==> config.mk <==
export PLATFORM = sky130hd
export DESIGN_NAME = rp_top
export DESIGN_NICKNAME = d
export VERILOG_FILES = /design/src/rp_pkg.sv /design/src/rp_top.sv /design/src/trig_detect.sv /design/src/trig_regs.sv /design/src/hk_regs.sv /design/src/apb_region_decoder.sv /design/src/adc_frontend.sv
export VERILOG_INCLUDE_DIRS = /design/src
export SDC_FILE = /design/constraint.sdc
export NUM_CORES = 1
export LEC_CHECK = 0
export ABC_AREA = 0
export BUFFER_PORTS_ARGS = -buffer_cell sky130_fd_sc_hd__clkbuf_2
export CORE_ASPECT_RATIO = 1.2
export CORE_UTILIZATION = 49
export DETAILED_ROUTE_END_ITERATION = 8
export GPL_TIMING_DRIVEN = 0
export HOLD_SLACK_MARGIN = 0.08
export PLACE_DENSITY = 0.72
export SLEW_MARGIN = 15
export SYNTH_ARGS = -nofsm -noshare
export SYNTH_HDL_FRONTEND = slang
export SYNTH_SLANG_ARGS = --single-unit
==> constraint.sdc <==
create_clock -name adc_clk -period 2.4 [get_ports adc_clk]
set_clock_uncertainty 0.2 [all_clocks]
set_input_delay 0.24 -clock adc_clk [delete_from_list [all_inputs] [get_ports adc_clk]]
set_output_delay 0.24 -clock adc_clk [all_outputs]
set_load 0.02 [all_outputs]
==> src/rp_consts.svh <==
`ifndef RP_CONSTS_SVH
`define RP_CONSTS_SVH

`define RP_ADC_BITS      14             // fast adc sample width
`define RP_EXP_BITS      8              // expansion connector width
`define RP_APB_AW        32             // apb address width
`define RP_APB_DW        32             // apb data width

`define RP_REGION_MSB    22             // region field top bit
`define RP_REGION_LSB    20             // region field low bit
`define RP_REGION_HK     3'd0           // housekeeping region
`define RP_REGION_TRIG   3'd1           // trigger region

`define RP_HK_ID         32'h5250_0001  // housekeeping id word

`define RP_HK_ID_OFS     20'h00         // id, read only
`define RP_HK_LED_OFS    20'h04         // led register
`define RP_HK_PDIR_OFS   20'h08         // p side direction
`define RP_HK_NDIR_OFS   20'h0C         // n side direction
`define RP_HK_POUT_OFS   20'h10         // p side output
`define RP_HK_NOUT_OFS   20'h14         // n side output
`define RP_HK_PIN_OFS    20'h18         // p side input, synced
`define RP_HK_NIN_OFS    20'h1C         // n side input, synced

`define RP_TRIG_CTRL_OFS 20'h00         // arm and source select
`define RP_TRIG_THR_OFS  20'h04         // channel b threshold
`define RP_TRIG_CNT_OFS  20'h08         // trigger count
`define RP_TRIG_CAPA_OFS 20'h0C         // captured channel a
`define RP_TRIG_CAPB_OFS 20'h10         // captured channel b

`endif
==> src/rp_pkg.sv <==
`include "rp_consts.svh"

package rp_pkg;

  // ------------------------------------------------------------
  // adc samples

  typedef logic        [`RP_ADC_BITS-1:0] adc_raw_t;  // unsigned, negative slope
  typedef logic signed [`RP_ADC_BITS-1:0] adc_smp_t;  // two's complement

  // ------------------------------------------------------------
  // bus words

  typedef logic [`RP_APB_AW-1:0] apb_addr_t;  // byte address
  typedef logic [`RP_APB_DW-1:0] apb_data_t;  // full word, no strobes

  // ------------------------------------------------------------
  // board io

  typedef logic [`RP_EXP_BITS-1:0] exp_t;  // one expansion side
  typedef logic [7:0]              led_t;  // led bank

endpackage

==> src/rp_top.sv <==
`timescale 1ns/1ps

module rp_top (
  input  logic              adc_clk,
  input  logic              reset_i,       // sync, active high
  // fast adc
  input  rp_pkg::adc_raw_t  adc_dat_a_i,
  input  rp_pkg::adc_raw_t  adc_dat_b_i,
  // apb slave port
  input  logic              psel_i,
  input  logic              penable_i,
  input  logic              pwrite_i,
  input  rp_pkg::apb_addr_t paddr_i,
  input  rp_pkg::apb_data_t pwdata_i,
  output rp_pkg::apb_data_t prdata_o,
  output logic              pready_o,
  output logic              pslverr_o,
  // board io
  output rp_pkg::led_t      led_o,
  input  rp_pkg::exp_t      exp_p_i,
  input  rp_pkg::exp_t      exp_n_i,
  output rp_pkg::exp_t      exp_p_o,
  output rp_pkg::exp_t      exp_n_o,
  output rp_pkg::exp_t      exp_p_oe_o,
  output rp_pkg::exp_t      exp_n_oe_o,
  // trigger status
  output logic              trig_o,
  output logic              armed_o
);

  import rp_pkg::*;

  adc_smp_t  adc_a, adc_b;            // converted samples
  logic      hk_sel, trig_sel;        // region selects
  apb_data_t hk_rdata, trig_rdata;
  exp_t      exp_p_sync;              // synced p side pins
  logic      arm_pulse, ext_sel;
  adc_smp_t  threshold;
  apb_data_t trig_count;
  adc_smp_t  cap_a, cap_b;

  // ------------------------------------------------------------
  // adc and bus decode

  adc_frontend i_frontend (
    .adc_clk     (adc_clk),
    .reset_i     (reset_i),
    .adc_dat_a_i (adc_dat_a_i),
    .adc_dat_b_i (adc_dat_b_i),
    .adc_a_o     (adc_a),
    .adc_b_o     (adc_b)
  );

  apb_region_decoder i_decoder (
    .psel_i       (psel_i),
    .penable_i    (penable_i),
    .pwrite_i     (pwrite_i),
    .paddr_i      (paddr_i),
    .prdata_o     (prdata_o),
    .pready_o     (pready_o),
    .pslverr_o    (pslverr_o),
    .hk_sel_o     (hk_sel),
    .trig_sel_o   (trig_sel),
    .hk_rdata_i   (hk_rdata),
    .trig_rdata_i (trig_rdata)
  );

  // ------------------------------------------------------------
  // register blocks

  hk_regs i_hk (
    .adc_clk      (adc_clk),
    .reset_i      (reset_i),
    .psel_i       (hk_sel),
    .penable_i    (penable_i),
    .pwrite_i     (pwrite_i),
    .paddr_i      (paddr_i),
    .pwdata_i     (pwdata_i),
    .prdata_o     (hk_rdata),
    .led_o        (led_o),
    .exp_p_i      (exp_p_i),
    .exp_n_i      (exp_n_i),
    .exp_p_o      (exp_p_o),
    .exp_n_o      (exp_n_o),
    .exp_p_oe_o   (exp_p_oe_o),
    .exp_n_oe_o   (exp_n_oe_o),
    .exp_p_sync_o (exp_p_sync)
  );

  trig_regs i_trig_regs (
    .adc_clk      (adc_clk),
    .reset_i      (reset_i),
    .psel_i       (trig_sel),
    .penable_i    (penable_i),
    .pwrite_i     (pwrite_i),
    .paddr_i      (paddr_i),
    .pwdata_i     (pwdata_i),
    .prdata_o     (trig_rdata),
    .arm_pulse_o  (arm_pulse),
    .ext_sel_o    (ext_sel),
    .threshold_o  (threshold),
    .armed_i      (armed_o),
    .trig_count_i (trig_count),
    .cap_a_i      (cap_a),
    .cap_b_i      (cap_b)
  );

  // ------------------------------------------------------------
  // trigger

  trig_detect i_trig_detect (
    .adc_clk      (adc_clk),
    .reset_i      (reset_i),
    .adc_a_i      (adc_a),
    .adc_b_i      (adc_b),
    .exp_p_sync_i (exp_p_sync),
    .arm_i        (arm_pulse),
    .ext_sel_i    (ext_sel),
    .threshold_i  (threshold),
    .armed_o      (armed_o),
    .trig_o       (trig_o),
    .trig_count_o (trig_count),
    .cap_a_o      (cap_a),
    .cap_b_o      (cap_b)
  );

endmodule

==> src/trig_detect.sv <==
`timescale 1ns/1ps

module trig_detect (
  input  logic              adc_clk,
  input  logic              reset_i,       // sync, active high
  input  rp_pkg::adc_smp_t  adc_a_i,       // converted ch a
  input  rp_pkg::adc_smp_t  adc_b_i,       // converted ch b
  input  rp_pkg::exp_t      exp_p_sync_i,  // bit 0 is the ext trigger
  input  logic              arm_i,
  input  logic              ext_sel_i,
  input  rp_pkg::adc_smp_t  threshold_i,
  output logic              armed_o,
  output logic              trig_o,        // one cycle pulse
  output rp_pkg::apb_data_t trig_count_o,
  output rp_pkg::adc_smp_t  cap_a_o,
  output rp_pkg::adc_smp_t  cap_b_o
);

  import rp_pkg::*;

  adc_smp_t  prev_b_q;     // last ch b sample
  logic      prev_ext_q;   // last ext level
  logic      lvl_fire;     // rising crossing of threshold
  logic      ext_fire;     // rising edge on p[0]
  logic      fire;         // selected source
  logic      armed_q;
  logic      trig_q;
  apb_data_t cnt_q;
  adc_smp_t  cap_a_q, cap_b_q;

  assign lvl_fire = (prev_b_q < threshold_i) && (adc_b_i >= threshold_i);  // signed
  assign ext_fire = exp_p_sync_i[0] & ~prev_ext_q;
  assign fire     = ext_sel_i ? ext_fire : lvl_fire;

  // history, runs regardless of arming
  always_ff @(posedge adc_clk) begin
    prev_b_q <= adc_b_i;
  end

  always_ff @(posedge adc_clk) begin
    if (reset_i) begin
      prev_ext_q <= 1'b0;
      armed_q    <= 1'b0;
      trig_q     <= 1'b0;
      cnt_q      <= '0;
      cap_a_q    <= '0;
      cap_b_q    <= '0;
    end else begin
      prev_ext_q <= exp_p_sync_i[0];
      trig_q     <= armed_q & fire;
      if (armed_q && fire) begin
        armed_q <= 1'b0;              // fire wins over a new arm
        cap_a_q <= adc_a_i;           // both channels, same sample
        cap_b_q <= adc_b_i;
        cnt_q   <= cnt_q + 1'b1;
      end else if (arm_i) begin
        armed_q <= 1'b1;              // re-arm while armed is a no-op
      end
    end
  end

  assign armed_o      = armed_q;
  assign trig_o       = trig_q;
  assign trig_count_o = cnt_q;
  assign cap_a_o      = cap_a_q;
  assign cap_b_o      = cap_b_q;

  trig_needs_armed: assert property (@(posedge adc_clk) disable iff (reset_i)
    trig_o |-> $past(armed_o))
    else $error("trigger without prior arm");

  trig_one_cycle: assert property (@(posedge adc_clk) disable iff (reset_i)
    trig_o |=> !trig_o)
    else $error("trigger pulse longer than one cycle");

endmodule

==> src/trig_regs.sv <==
`timescale 1ns/1ps
`include "rp_consts.svh"

module trig_regs (
  input  logic              adc_clk,
  input  logic              reset_i,       // sync, active high
  // apb slave, region select
  input  logic              psel_i,
  input  logic              penable_i,
  input  logic              pwrite_i,
  input  rp_pkg::apb_addr_t paddr_i,
  input  rp_pkg::apb_data_t pwdata_i,
  output rp_pkg::apb_data_t prdata_o,
  // to the detector
  output logic              arm_pulse_o,   // one cycle, in the access phase
  output logic              ext_sel_o,     // 1 selects exp p[0]
  output rp_pkg::adc_smp_t  threshold_o,
  // detector status
  input  logic              armed_i,
  input  rp_pkg::apb_data_t trig_count_i,
  input  rp_pkg::adc_smp_t  cap_a_i,
  input  rp_pkg::adc_smp_t  cap_b_i
);

  import rp_pkg::*;

  // sample to bus word, sign kept
  function automatic apb_data_t sext(input adc_smp_t smp);
    sext = {{(`RP_APB_DW-`RP_ADC_BITS){smp[`RP_ADC_BITS-1]}}, smp};
  endfunction

  logic [`RP_REGION_LSB-1:0] ofs;  // offset inside the region
  logic     wr_en;
  logic     ext_sel_q;
  adc_smp_t thr_q;

  assign ofs   = paddr_i[`RP_REGION_LSB-1:0];
  assign wr_en = psel_i & penable_i & pwrite_i;

  // armed rises on the edge that ends this access
  assign arm_pulse_o = wr_en && (ofs == `RP_TRIG_CTRL_OFS) && pwdata_i[0];

  always_ff @(posedge adc_clk) begin
    if (reset_i) begin
      ext_sel_q <= 1'b0;  // level trigger on ch b
      thr_q     <= '0;
    end else if (wr_en) begin
      if (ofs == `RP_TRIG_CTRL_OFS) begin
        ext_sel_q <= pwdata_i[1];
      end
      if (ofs == `RP_TRIG_THR_OFS) begin
        thr_q <= adc_smp_t'(pwdata_i[`RP_ADC_BITS-1:0]);
      end
    end
  end

  // ------------------------------------------------------------
  // read mux

  always_comb begin
    prdata_o = '0;
    case (ofs)
      `RP_TRIG_CTRL_OFS: prdata_o = apb_data_t'({ext_sel_q, armed_i});
      `RP_TRIG_THR_OFS:  prdata_o = sext(thr_q);
      `RP_TRIG_CNT_OFS:  prdata_o = trig_count_i;
      `RP_TRIG_CAPA_OFS: prdata_o = sext(cap_a_i);
      `RP_TRIG_CAPB_OFS: prdata_o = sext(cap_b_i);
      default: ;                       // holes read zero
    endcase
  end

  assign ext_sel_o   = ext_sel_q;
  assign threshold_o = thr_q;

  // apb needs a setup phase between accesses
  arm_single_cycle: assert property (@(posedge adc_clk) disable iff (reset_i)
    arm_pulse_o |=> !arm_pulse_o)
    else $error("arm pulse held for two cycles");

endmodule

==> src/hk_regs.sv <==
`timescale 1ns/1ps
`include "rp_consts.svh"

module hk_regs (
  input  logic              adc_clk,
  input  logic              reset_i,       // sync, active high
  // apb slave, region select
  input  logic              psel_i,
  input  logic              penable_i,
  input  logic              pwrite_i,
  input  rp_pkg::apb_addr_t paddr_i,
  input  rp_pkg::apb_data_t pwdata_i,
  output rp_pkg::apb_data_t prdata_o,
  // board io
  output rp_pkg::led_t      led_o,
  input  rp_pkg::exp_t      exp_p_i,       // async pins
  input  rp_pkg::exp_t      exp_n_i,
  output rp_pkg::exp_t      exp_p_o,
  output rp_pkg::exp_t      exp_n_o,
  output rp_pkg::exp_t      exp_p_oe_o,    // 1 drives the pin
  output rp_pkg::exp_t      exp_n_oe_o,
  output rp_pkg::exp_t      exp_p_sync_o   // for the external trigger
);

  import rp_pkg::*;

  logic [`RP_REGION_LSB-1:0] ofs;  // offset inside the region
  logic wr_en;                     // write at end of access
  led_t led_q;
  exp_t pdir_q, ndir_q;            // output enables
  exp_t pout_q, nout_q;            // output data
  exp_t p_meta_q, p_sync_q;        // p side two-flop sync
  exp_t n_meta_q, n_sync_q;        // n side two-flop sync

  assign ofs   = paddr_i[`RP_REGION_LSB-1:0];
  assign wr_en = psel_i & penable_i & pwrite_i;

  always_ff @(posedge adc_clk) begin
    if (reset_i) begin
      led_q  <= '0;
      pdir_q <= '0;  // all pins inputs after reset
      ndir_q <= '0;
      pout_q <= '0;
      nout_q <= '0;
    end else if (wr_en) begin
      case (ofs)
        `RP_HK_LED_OFS:  led_q  <= pwdata_i[7:0];
        `RP_HK_PDIR_OFS: pdir_q <= pwdata_i[`RP_EXP_BITS-1:0];
        `RP_HK_NDIR_OFS: ndir_q <= pwdata_i[`RP_EXP_BITS-1:0];
        `RP_HK_POUT_OFS: pout_q <= pwdata_i[`RP_EXP_BITS-1:0];
        `RP_HK_NOUT_OFS: nout_q <= pwdata_i[`RP_EXP_BITS-1:0];
        default: ;                         // id, inputs, holes ignore writes
      endcase
    end
  end

  // pins are asynchronous to adc_clk
  always_ff @(posedge adc_clk) begin
    p_meta_q <= exp_p_i;
    p_sync_q <= p_meta_q;
    n_meta_q <= exp_n_i;
    n_sync_q <= n_meta_q;
  end

  // ------------------------------------------------------------
  // read mux

  always_comb begin
    prdata_o = '0;                         // holes read zero
    case (ofs)
      `RP_HK_ID_OFS:   prdata_o = `RP_HK_ID;
      `RP_HK_LED_OFS:  prdata_o = apb_data_t'(led_q);
      `RP_HK_PDIR_OFS: prdata_o = apb_data_t'(pdir_q);
      `RP_HK_NDIR_OFS: prdata_o = apb_data_t'(ndir_q);
      `RP_HK_POUT_OFS: prdata_o = apb_data_t'(pout_q);
      `RP_HK_NOUT_OFS: prdata_o = apb_data_t'(nout_q);
      `RP_HK_PIN_OFS:  prdata_o = apb_data_t'(p_sync_q);
      `RP_HK_NIN_OFS:  prdata_o = apb_data_t'(n_sync_q);
      default: ;
    endcase
  end

  assign led_o        = led_q;
  assign exp_p_o      = pout_q;
  assign exp_n_o      = nout_q;
  assign exp_p_oe_o   = pdir_q;
  assign exp_n_oe_o   = ndir_q;
  assign exp_p_sync_o = p_sync_q;

endmodule

==> src/apb_region_decoder.sv <==
`timescale 1ns/1ps
`include "rp_consts.svh"

module apb_region_decoder (
  // apb from the master
  input  logic              psel_i,
  input  logic              penable_i,
  input  logic              pwrite_i,
  input  rp_pkg::apb_addr_t paddr_i,
  output rp_pkg::apb_data_t prdata_o,
  output logic              pready_o,
  output logic              pslverr_o,
  // per region selects
  output logic              hk_sel_o,      // region 0
  output logic              trig_sel_o,    // region 1
  // slave read data
  input  rp_pkg::apb_data_t hk_rdata_i,
  input  rp_pkg::apb_data_t trig_rdata_i
);

  import rp_pkg::*;

  logic [`RP_REGION_MSB-`RP_REGION_LSB:0] region;  // addr bits 22..20
  logic      access;      // access phase
  logic      hit_hk;      // region decodes to hk
  logic      hit_trig;    // region decodes to trigger
  logic      unmapped;    // regions 2..7
  apb_data_t rdata_mux;   // data of the hit region

  assign region = paddr_i[`RP_REGION_MSB:`RP_REGION_LSB];
  assign access = psel_i & penable_i;

  // ------------------------------------------------------------
  // region decode

  always_comb begin
    hit_hk   = 1'b0;
    hit_trig = 1'b0;
    unmapped = 1'b0;
    case (region)
      `RP_REGION_HK:   hit_hk   = 1'b1;
      `RP_REGION_TRIG: hit_trig = 1'b1;
      default:         unmapped = 1'b1;  // nothing lives here
    endcase
  end

  assign hk_sel_o   = psel_i & hit_hk;    // slaves see setup and access
  assign trig_sel_o = psel_i & hit_trig;

  // ------------------------------------------------------------
  // return path

  always_comb begin
    rdata_mux = '0;
    if (hit_hk) begin
      rdata_mux = hk_rdata_i;
    end else if (hit_trig) begin
      rdata_mux = trig_rdata_i;
    end
  end

  assign prdata_o  = (access && !pwrite_i) ? rdata_mux : '0;  // unmapped reads zero
  assign pready_o  = access;                                  // zero wait
  assign pslverr_o = access & unmapped;

  // penable only inside a selected transfer
  penable_needs_psel: assert final (!penable_i || psel_i)
    else $error("apb penable without psel");

endmodule

==> src/adc_frontend.sv <==
`timescale 1ns/1ps
`include "rp_consts.svh"

module adc_frontend (
  input  logic             adc_clk,      // adc data clock
  input  logic             reset_i,      // sync, active high
  input  rp_pkg::adc_raw_t adc_dat_a_i,  // raw ch a
  input  rp_pkg::adc_raw_t adc_dat_b_i,  // raw ch b
  output rp_pkg::adc_smp_t adc_a_o,      // converted ch a
  output rp_pkg::adc_smp_t adc_b_o       // converted ch b
);

  import rp_pkg::*;

  // negative slope unsigned to two's complement
  // msb kept, the rest flipped
  function automatic adc_smp_t to_twos(input adc_raw_t raw);
    to_twos = adc_smp_t'({raw[`RP_ADC_BITS-1], ~raw[`RP_ADC_BITS-2:0]});
  endfunction

  adc_smp_t smp_a_q;  // ch a after conversion
  adc_smp_t smp_b_q;  // ch b after conversion

  always_ff @(posedge adc_clk) begin
    if (reset_i) begin
      smp_a_q <= '0;
      smp_b_q <= '0;
    end else begin
      smp_a_q <= to_twos(adc_dat_a_i);  // one cycle of latency
      smp_b_q <= to_twos(adc_dat_b_i);
    end
  end

  assign adc_a_o = smp_a_q;
  assign adc_b_o = smp_b_q;

endmodule

==> results by group, run 1 <==
Global routing
  • First-pass GRT wire length: 43.7 mm
  • Total track usage: 33.2%
  • Largest net degree at the start of global routing: 17
  • Total gr overflow: 0
  • Number of global-route vias before repair: 8290
  • Initial antenna violation count: 0

Clock network
  • Clock Path Buffers: 2
  • H-tree Lvls: 4
  • Num CTS Buffers: 17
  • CTS tree: built
  • Clock Tree Root: clkbuf_16
  • Later-pin clock latency in the skew report: 0.44 ns
  • Worst-path clk slew: 0.07 ns
  • Clock sinks: 192

Logic synthesis
  • Mapped Area: 8270 µm²
  • Largest family of logic cells by synthesized area: simple AND/OR/NAND/NOR gates
  • Top post-synthesis cells by count: 192 x dfxtp_1, 100 x nand2_1, 97 x a21oi_1, 91 x nor2_1, 41 x nand3_1
  • Simple logic cell fraction of the synthesized area: 20.5%
  • Cell taking the most area after synthesis: dfxtp_1
  • Post-Synth XOR/XNOR Area: 0.318%
  • Top cell type's share of synthesized area: 46.5%
  • Ys flop type: dfxtp_1
  • Area contributors post-synth: dfxtp_1 46%, a21oi_1 5.9%, mux2i_1 4.6%, nand2_1 4.5%, ha_1 4.2%
  • Syn nets: 1047
  • Yosys synthesis warning count: 0
  • Post-synth EDFFs: 0
  • Adder-Cell Fraction of Synth Area: 4.24%
  • Gate Count Post-Synth: 906
  • Async S/R FF share, synth: 0%
  • Post-synthesis register bit count: 192
  • Post-synthesis sequential area ratio: 46.5%
  • Distinct cell type count after synthesis: 63
  • Mux cell area share after synthesis: 6.51%
  • Synth Area per Inst: 9.13 µm²
  • Most frequent cell after synthesis: dfxtp_1
  • Synth Area in Compound Gates: 16.7%

Detailed routing
  • Vias per cell: 5.99
  • Met2 WL post-DR: 15.6 mm
  • Vias: 8649
  • Post-route ant nets: 0
  • DRT iter0 DRCs: 852
  • DRC violations left: 0
  • Highest metal used: met4
  • WL/cell: 21.1 µm
  • Met3 WL: 2.09 mm
  • WL final: 30.5 mm
  • Met1 wire length: 11.1 mm
  • Drt pass-1 iters: 6

Die
  • FP Rows: 51
  • Die X: 121 µm
  • Initial Utilization: 50.6%
  • IO Pins: 189
  • Die height: 144 µm
  • Die ar.: 17400 µm²
  • Placeable core area: 16300 µm²

Cells and area
  • Area Growth Syn to Fin: 57.3%
  • Final Non-Filler Cells: 1445
  • Design Area, Final: 13000 µm²
  • Layout cells sized above 1: 41.2%
  • Ant diodes: 0
  • Fillcell total: 993
  • Sequential Area: 3870 µm²
  • Final core occ: 79.6%
  • Nets@finish: 1362
  • Multi-input logic area: 5070 µm²

STA
  • Slew headroom: 44.2%
  • Setup_tns: -39.77 ns
  • Fin. max-slew vios: 0
  • Max Fclk: 0.329 GHz
  • RSZ-0062 raised after global routing: yes
  • Worst Slack Setup Final: -0.644 ns
  • # setup viols final: 95
  • Final min period: 3.04 ns
  • Final Cycle Share: 127%
  • Final Hold Fails: 0
  • Worst-Margin Slew: 0.838 ns
  • Hold WS: 0.126 ns

Setup path
  • CP endpoint kind: primary output
  • Flop2flop setup slack: -0.44 ns
  • Reg2reg end: i_trig_detect.trig_count_o[8]
  • Crit Path Category: input port to primary output
  • Reg2Reg Launch Point: i_frontend.adc_b_o[5]
  • Crit-path max FO: 8
  • WP data required: 1.96 ns
  • FF-to-FF path depth: 11
  • CP Data Arrival Time: 2.60 ns
  • Critical Path Source Type: input port

Outcome
  • Status: finished with violations
  • Failing checks: setup timing

Min path
  • Hold path start: i_hk.p_meta_q[0]
  • Hold EP: i_hk.exp_p_sync_o[0]
  • Hold depth: 0
  • Path type of the worst min-delay path: flop to flop

Run
  • Max-cap violation count: 0

Placement
  • I/O Buffers: 160
  • Gp weighted congestion: 0.893
  • DP Area: 9880 µm²
  • Dpl hpwl: 18.7 mm
  • Cell Count Post-Placement: 1278

Power
  • Pleak: 4.91 nW
  • Max VDD drop: 0.521 mV
  • Total power density per cell area: 539 nW/µm²
metrics by stage:
stage | setup slack, ns | power (mW)
floorplan | -0.183 | 3.56
global placement | -0.683 | 3.74
detailed placement | -0.698 | 3.75
CTS | -0.622 | 6.97
global route | -0.748 | 7.20
finish | -0.644 | 7.01
report_power, final:
group | total, mW | switching, mW | internal (mW)
clock | 3.02 | 1.26 | 1.75
sequential | 3.29 | 0.0349 | 3.25
combinational | 0.707 | 0.348 | 0.360
total | 7.01 | 1.65 | 5.37
cells by family (layout without fill, tap and decap cells):
| logic type | after synthesis | count (layout) |
|---|---|---|
| compound gates | 209 | 209 |
| xor+xnor | 3 | 3 |
| fa+ha+maj | 28 | 28 |
| buf+inv | 87 | 414 |
| flops | 192 | 192 |
| mux | 52 | 52 |
| simple gates | 335 | 335 |
metal layers:
layer / vias to the layer above / GRT usage [%]
li1: 3893 / -
met2: 465 / 59.2
met5: - / 0
met4: 0 / 19.3
met3: 138 / 5.76
met1: 4153 / 37.3
cell usage in the layout, fill, tap and decap left out, drive strengths merged, types with 14 or more instances in the layout:
| cell type | instances |
|---|---|
| dlygate4sd3 | 59 |
| mux2i | 38 |
| nand4 | 24 |
| ha | 28 |
| nand2 | 100 |
| nor2 | 91 |
| nand3 | 41 |
| clkbuf | 181 |
| a22oi | 36 |
| inv | 33 |
| and3 | 15 |
| buf | 134 |
| dfxtp | 192 |
| mux2 | 14 |
| a21oi | 98 |
critical path, cell delays in order:
cell and delay, ns:
buf_6 0.10, nor4_4 0.25, nand4_1 0.14, or4_4 0.51, buf_12 0.17, buf_4 0.14, nor3_4 0.33, buf_4 0.19
buf_4 0.09, a22oi_1 0.05, a31oi_1 0.13, or2_4 0.16, buf_8 0.10
flip-flops by register name, summed over array words and instances (netlist names), 14 cells and up:
| register | cells |
|---|---|
| i_frontend.adc_a_o | 14 |
| i_trig_detect.cap_b_o | 14 |
| i_trig_regs.threshold_o | 14 |
| i_frontend.adc_b_o | 14 |
| i_trig_detect.cap_a_o | 14 |
| i_trig_detect.trig_count_o | 32 |
| i_trig_detect.prev_b_q | 14 |
timing repair:
action | in CTS | in global routing
endpoints found under the hold margin | 100 | 0
pin swaps | 65 | 75
cloned | 9 | 2
endpoints found under the setup margin | 94 | 125
resized for setup | 198 | 113
hold buffers | 59 | 0
buffers inserted | 36 | 34
worst max path at each step:
stage	startpoint	cells after the start	slack, ns	endpoint
2_1_floorplan	i_trig_regs.threshold_o[13]	10	-0.18	i_trig_detect.trig_count_o[6]
3_3_place_gp	paddr_i[9]	11	-0.68	prdata_o[7]
3_5_place_dp	paddr_i[13]	11	-0.70	prdata_o[7]
4_1_cts	paddr_i[9]	12	-0.62	prdata_o[2]
5_1_grt	paddr_i[14]	12	-0.75	prdata_o[4]
6_report	paddr_i[14]	13	-0.64	prdata_o[1]
area by class of cell:
type,count,area share [%]
inverter,29,0.875
buffer,56,3.81
clock inverter,11,1.38
multi-input combinational,627,39.0
clock buffer,20,3.36
sequential,192,29.7
timing repair buffer,298,19.8
tap,212,2.04
No activity file was read; power rests on OpenSTA's default activity.
==> run 2: changes to the inputs <==
- CORE_UTILIZATION: 49 -> 50
- SYNTH_HIERARCHICAL: default -> 1
==> results by group, run 2 <==
Die
  • Placeable core area: 18400 µm²
  • Initial Utilization: 51.7%
  • IO Pins: 189
  • Die height: 153 µm
  • Die X: 128 µm
  • FP Rows: 54
  • Die ar.: 19600 µm²

Setup path
  • Critical Path Source Type: flop
  • CP Data Arrival Time: 3.00 ns
  • WP data required: 2.57 ns
  • Crit-path max FO: 4
  • Crit Path Category: flop to flop
  • Flop2flop setup slack: -0.43 ns
  • CP endpoint kind: flop

Power
  • Max VDD drop: 0.480 mV
  • Total power density per cell area: 491 nW/µm²
  • Pleak: 5.73 nW
  • Comb power frac: 10.8%
  • Clk pwr share: 40.3%
  • Flop pwr share: 48.9%
  • Sw Share: 26.2%
  • Sw power: 1.76 mW
  • Int Pwr: 4.96 mW

Cells and area
  • Nets@finish: 1486
  • Most frequent cells in the layout: 175 x dfxtp_1, 134 x clkbuf_2, 92 x mux2i_1
  • Commonest non-fill, non-tap cell in the layout: dfxtp_1
  • Layout cells sized above 1: 39.1%
  • Area Growth Syn to Fin: 43.4%
  • Largest register FFs: 32
  • Final core occ: 74.2%
  • Ant diodes: 0

Placement
  • I/O Buffers: 160
  • Dpl hpwl: 20.4 mm
  • Gp weighted congestion: 0.897
  • Pre-CTS setup slack: -0.897 ns

Clock network
  • CTS tree: built
  • H-tree Lvls: 4
  • Clock Tree Root: clkbuf_16
  • Later-pin clock latency in the skew report: 0.44 ns
  • Worst-path clk slew: 0.07 ns
  • Num CTS Buffers: 17
  • Clock Path Buffers: 2
  • Clock sinks: 192

STA
  • Max Fclk: 0.354 GHz
  • Final Hold Fails: 0
  • Worst Slack Setup Final: -0.426 ns
  • RSZ-0062 raised after global routing: yes
  • Final Cycle Share: 118%
  • Worst-Margin Slew: 0.899 ns
  • Slew headroom: 40.1%
  • Final min period: 2.83 ns
  • # setup viols final: 90
  • Fin. max-slew vios: 0

Detailed routing
  • DRC violations left: 0
  • WL/cell: 19.8 µm
  • Highest metal used: met4
  • Vias per cell: 5.69
  • Post-route ant nets: 0
  • Drt pass-1 iters: 6
  • Met3 WL: 1.86 mm
  • WL final: 31.9 mm
  • DRT iter0 DRCs: 614
  • Met1 wire length: 12.4 mm
  • Vias: 9158
  • Met2 WL post-DR: 16.0 mm

Global routing
  • Total track usage: 31.5%
  • First-pass GRT wire length: 47.0 mm
  • Initial antenna violation count: 0
  • Largest net degree at the start of global routing: 19
  • Total gr overflow: 0
  • Number of global-route vias before repair: 8840

Logic synthesis
  • Post-synthesis register bit count: 192
  • Area contributors post-synth: dfxtp_1 40%, mux2i_1 10%, a21oi_1 3.9%, ha_1 3.7%, nand2b_1 3.7%
  • Gate Count Post-Synth: 1035
  • Async S/R FF share, synth: 0%
  • Yosys synthesis warning count: 6
  • Distinct cell type count after synthesis: 71
  • Ys flop type: dfxtp_1
  • Post-synth EDFFs: 0
  • Mapped Area: 9540 µm²
  • Synth Area per Inst: 9.22 µm²
  • Cell taking the most area after synthesis: dfxtp_1
  • Post-synthesis sequential area ratio: 40.3%
  • Top post-synthesis cells by count: 192 x dfxtp_1, 97 x mux2i_1, 81 x nand2_1, 75 x a21oi_1, 64 x nor2_1
  • Top cell type's share of synthesized area: 40.3%
  • Most frequent cell after synthesis: dfxtp_1

Min path
  • Path type of the worst min-delay path: input port to flop

Outcome
  • Status: finished with violations
  • Failing checks: setup timing

Run
  • Max-cap violation count: 0
-- run 2: critical path: stages (launching register included) --
cell,delay [ns]
dfxtp_2,0.37
inv_2,0.08
ha_4,0.27
nand4_1,0.16
nor4_4,0.35
nor3b_2,0.08
nand3_1,0.12
and3_4,0.24
o21ai_4,0.10
buf_6,0.16
or4_4,0.48
a21oi_2,0.15
-- run 2: per-stage QoR --
stage	instance area, µm²	setup TNS (ns)	power [mW]	instances	hold slack, ns
global placement	10900	-53.50	3.87	1465	0.111
CTS	13100	-22.68	6.67	1600	0.0923
global route	13700	-34.75	6.93	1610	0.134
detailed placement	10900	-59.28	3.88	1465	0.112
floorplan	9780	-3.01	3.68	1053	0.0677
finish	13700	-29.05	6.72	1610	0.104
-- run 2: cells by family (layout without fill, tap and decap cells) --
logic type,count (synthesis),count (layout),share of synthesized area (%)
AO/OA/AOI/OAI,184,184,11.8
XOR/XNOR,10,10,0.918
adder cells (fa/ha/maj),28,28,3.67
buffers and inverters,119,424,7.10
flip-flops,192,192,40.3
multiplexers,113,113,12.5
other,1,19,0.0393
AND/OR/NAND/NOR,388,388,23.7
-- run 2: metal layers --
metal  track usage, %  vias up
li1                 -     4233
met1             37.8     4411
met2             54.2      409
met3             4.62      105
met4             16.0        0
met5                0        -
-- run 2: worst paths after layout --
check                             start                       endpoint  cells after the start
max          i_trig_regs/threshold_o[7]  i_trig_detect/trig_count_o[5]                     11
max reg2reg  i_trig_regs/threshold_o[7]  i_trig_detect/trig_count_o[5]                     11
min reg2reg            i_hk/p_meta_q[1]           i_hk/exp_p_sync_o[1]                      0
min                         paddr_i[12]          i_trig_detect/armed_o                      6
-- run 2: cell type report --
cell class | instances | area [µm²]
Timing Repair Buffer | 277 | 2110
Inverter | 26 | 105
Tap cell | 252 | 315
Buffer | 89 | 711
Clock inverter | 15 | 128
Sequential cell | 192 | 3870
Fill cell | 1273 | 4770
Clock buffer | 17 | 425
Multi-Input combinational cell | 742 | 6010
-- run 2: what timing repair did --
item / CTS / global route
gates resized for setup: 159 / 165
buffers inserted: 37 / 13
hold buffers: 63 / 0
pin swaps: 64 / 86
endpoints found under the hold margin: 91 / 0
setup endpoints to repair: 93 / 94
cloned: 6 / 1
-- run 2: power groups by stage --
stage	Clock, mW	Combinational [mW]	Sequential, mW
detailed placement	0	0.518	3.36
floorplan	0	0.340	3.34
global placement	0	0.510	3.36
global route	2.87	0.771	3.29
CTS	2.71	0.666	3.29
finish	2.71	0.724	3.29
==> run 3: changes to the inputs <==
- CORE_UTILIZATION: 50 -> 55
- PLACE_DENSITY: 0.72 -> 0.76
- clock period: 2.4 -> 3.5 ns (I/O delays scaled with it)
==> results by group, run 3 (synthesis results as in run 2) <==
Setup path
  • Reg2reg end: i_trig_detect/cap_a_o[4]
  • CP Data Arrival Time: 2.87 ns
  • WP data required: 2.95 ns
  • Crit Path Category: input port to primary output
  • Reg2Reg Launch Point: i_trig_regs/threshold_o[13]
  • FF-to-FF path depth: 12
  • CP max stage cell: nor4_1
  • Crit-path cells: clkbuf_2, nor4_1, nand2_1, or2_2, clkbuf_1, nor4_4, buf_4, mux2i_1, nor3_2, clkbuf_2
  • Critical Path Source Type: input port
  • Most Frequent Cell on Critical Path: clkbuf_2
  • CP max stage delay: 0.59 ns
  • Crit-path max FO: 8
  • CP endpoint kind: primary output
  • Flop2flop setup slack: 0.20 ns

Placement
  • Dpl hpwl: 20.3 mm
  • DP Area: 10700 µm²
  • Gp weighted congestion: 0.939
  • Pre-CTS setup slack: -0.227 ns
  • I/O Buffers: 160

Global routing
  • Number of global-route vias before repair: 8579
  • Total track usage: 32.6%
  • Initial antenna violation count: 0
  • Largest net degree at the start of global routing: 21
  • Total gr overflow: 0
  • First-pass GRT wire length: 44.4 mm

Detailed routing
  • Vias per cell: 5.73
  • Vias: 8736
  • Drt pass-1 iters: 5
  • WL/cell: 18.9 µm
  • Post-route ant nets: 0
  • DRC violations left: 0
  • WL final: 28.7 mm
  • DRT iter0 DRCs: 682

Clock network
  • Postcts setup bufs: 0
  • Clock Path Buffers: 2
  • Num CTS Buffers: 17
  • Clock sinks: 192
  • Worst-path clk slew: 0.08 ns
  • Clock Tree Root: clkbuf_16
  • Later-pin clock latency in the skew report: 0.44 ns
  • CTS tree: built
  • H-tree Lvls: 4

STA
  • Final min period: 3.42 ns
  • Max Fclk: 0.293 GHz
  • Worst-Margin Slew: 0.911 ns
  • Slew headroom: 38.8%
  • Worst Slack Setup Final: 0.0830 ns
  • Final Cycle Share: 97.6%
  • Fin. max-slew vios: 0
  • # setup viols final: 0
  • Final Hold Fails: 0
  • RSZ-0062 raised after global routing: no

Run
  • Max-cap violation count: 0

Cells and area
  • Final core occ: 70.9%
  • Nets@finish: 1436
  • Largest register FFs: 32
  • Fillcell total: 1310
  • Ant diodes: 0
  • Multi-input logic area: 5120 µm²
  • Most frequent cells in the layout: 192 x dfxtp_1, 161 x clkbuf_2, 97 x mux2i_1
  • Layout cells sized above 1: 24.5%
  • Area Growth Syn to Fin: 25.7%
  • Commonest non-fill, non-tap cell in the layout: dfxtp_1
  • Design Area, Final: 12000 µm²
  • Sequential Area: 3840 µm²

Die
  • Die height: 146 µm
  • Die ar.: 17900 µm²
  • IO Pins: 189
  • Die X: 122 µm
  • Initial Utilization: 56.4%
  • Placeable core area: 16900 µm²
  • FP Rows: 52

Min path
  • Path type of the worst min-delay path: flop to flop
  • Hold depth: 0
  • Hold EP: i_hk/n_sync_q[7]
  • Hold path start: i_hk/n_meta_q[7]

Outcome
  • Status: finished, final reports clean

Power
  • Pleak: 5.17 nW
  • Max VDD drop: 0.344 mV
  • Total power density per cell area: 395 nW/µm²
run 3: changes by cell type in the layout (fill, tap and decap cells not counted), moves of 14 or more:
cell / before / now
buf_4: 85 / 28
a21oi_2: 33 / 0
dfxtp_1: 175 / 192
buf_6: 35 / 7
nand2_2: 14 / 0
nand2_1: 54 / 81
clkbuf_2: 134 / 161
a21oi_1: 42 / 75
run 3: final cells by class:
| class | instances | share of cell area [%] |
|---|---|---|
| buffer | 93 | 4.84 |
| clock inverter | 15 | 1.81 |
| timing repair buffer | 223 | 11.9 |
| tap | 216 | 2.25 |
| inverter | 26 | 0.814 |
| clock buffer | 17 | 3.55 |
| sequential | 192 | 32.1 |
| multi-input combinational | 742 | 42.7 |
run 3: how the worst max path moves through the flow:
stage	from	end	slack [ns]	cells past startpoint
6_report	paddr_i[13]	prdata_o[25]	0.08	10
2_1_floorplan	paddr_i[5]	prdata_o[15]	0.65	7
4_1_cts	paddr_i[13]	prdata_o[22]	0.05	10
5_1_grt	paddr_i[1]	prdata_o[28]	0.01	9
3_3_place_gp	paddr_i[13]	prdata_o[22]	-0.14	10
3_5_place_dp	paddr_i[13]	prdata_o[28]	-0.23	10
run 3: power breakdown:
part / leakage, nW / switching [mW] / total [mW] / internal [mW]
Combinational: 3.29 / 0.219 / 0.414 / 0.195
Clock: 0.307 / 0.963 / 2.06 / 1.10
Sequential: 1.57 / 0.0228 / 2.25 / 2.23
Total: 5.17 / 1.21 / 4.73 / 3.52
run 3: worst max-delay path, delay by kind of cell:
kind                   cells  cell delay, ns
buffers and inverters      4            0.68
and+or+nand+nor            5            1.74
muxes                      1            0.08
run 3: routing by layer:
metal / global-route usage [%] / part of all wire (%)
met4: 15.9 / 4.6
met5: 0 / 0
met1: 38.9 / 39
met3: 5.98 / 6.4
met2: 55.4 / 50
run 3: timing repair:
item,in CTS,in global routing
hold buffers,63,0
gates resized for setup,2,6
hold endpoints to repair,59,0
setup endpoints to repair,18,53
run 3: per-stage QoR:
stage / cells / hold WS [ns] / total power [mW] / setup TNS [ns]
2_1_floorplan: 1053 / 0.110 / 2.51 / 0
4_1_cts: 1524 / 0.130 / 4.73 / 0
6_report: 1524 / 0.130 / 4.73 / 0
3_5_place_dp: 1429 / 0.112 / 2.65 / -1.28
5_1_grt: 1524 / 0.134 / 4.87 / 0
3_3_place_gp: 1429 / 0.110 / 2.64 / -0.657
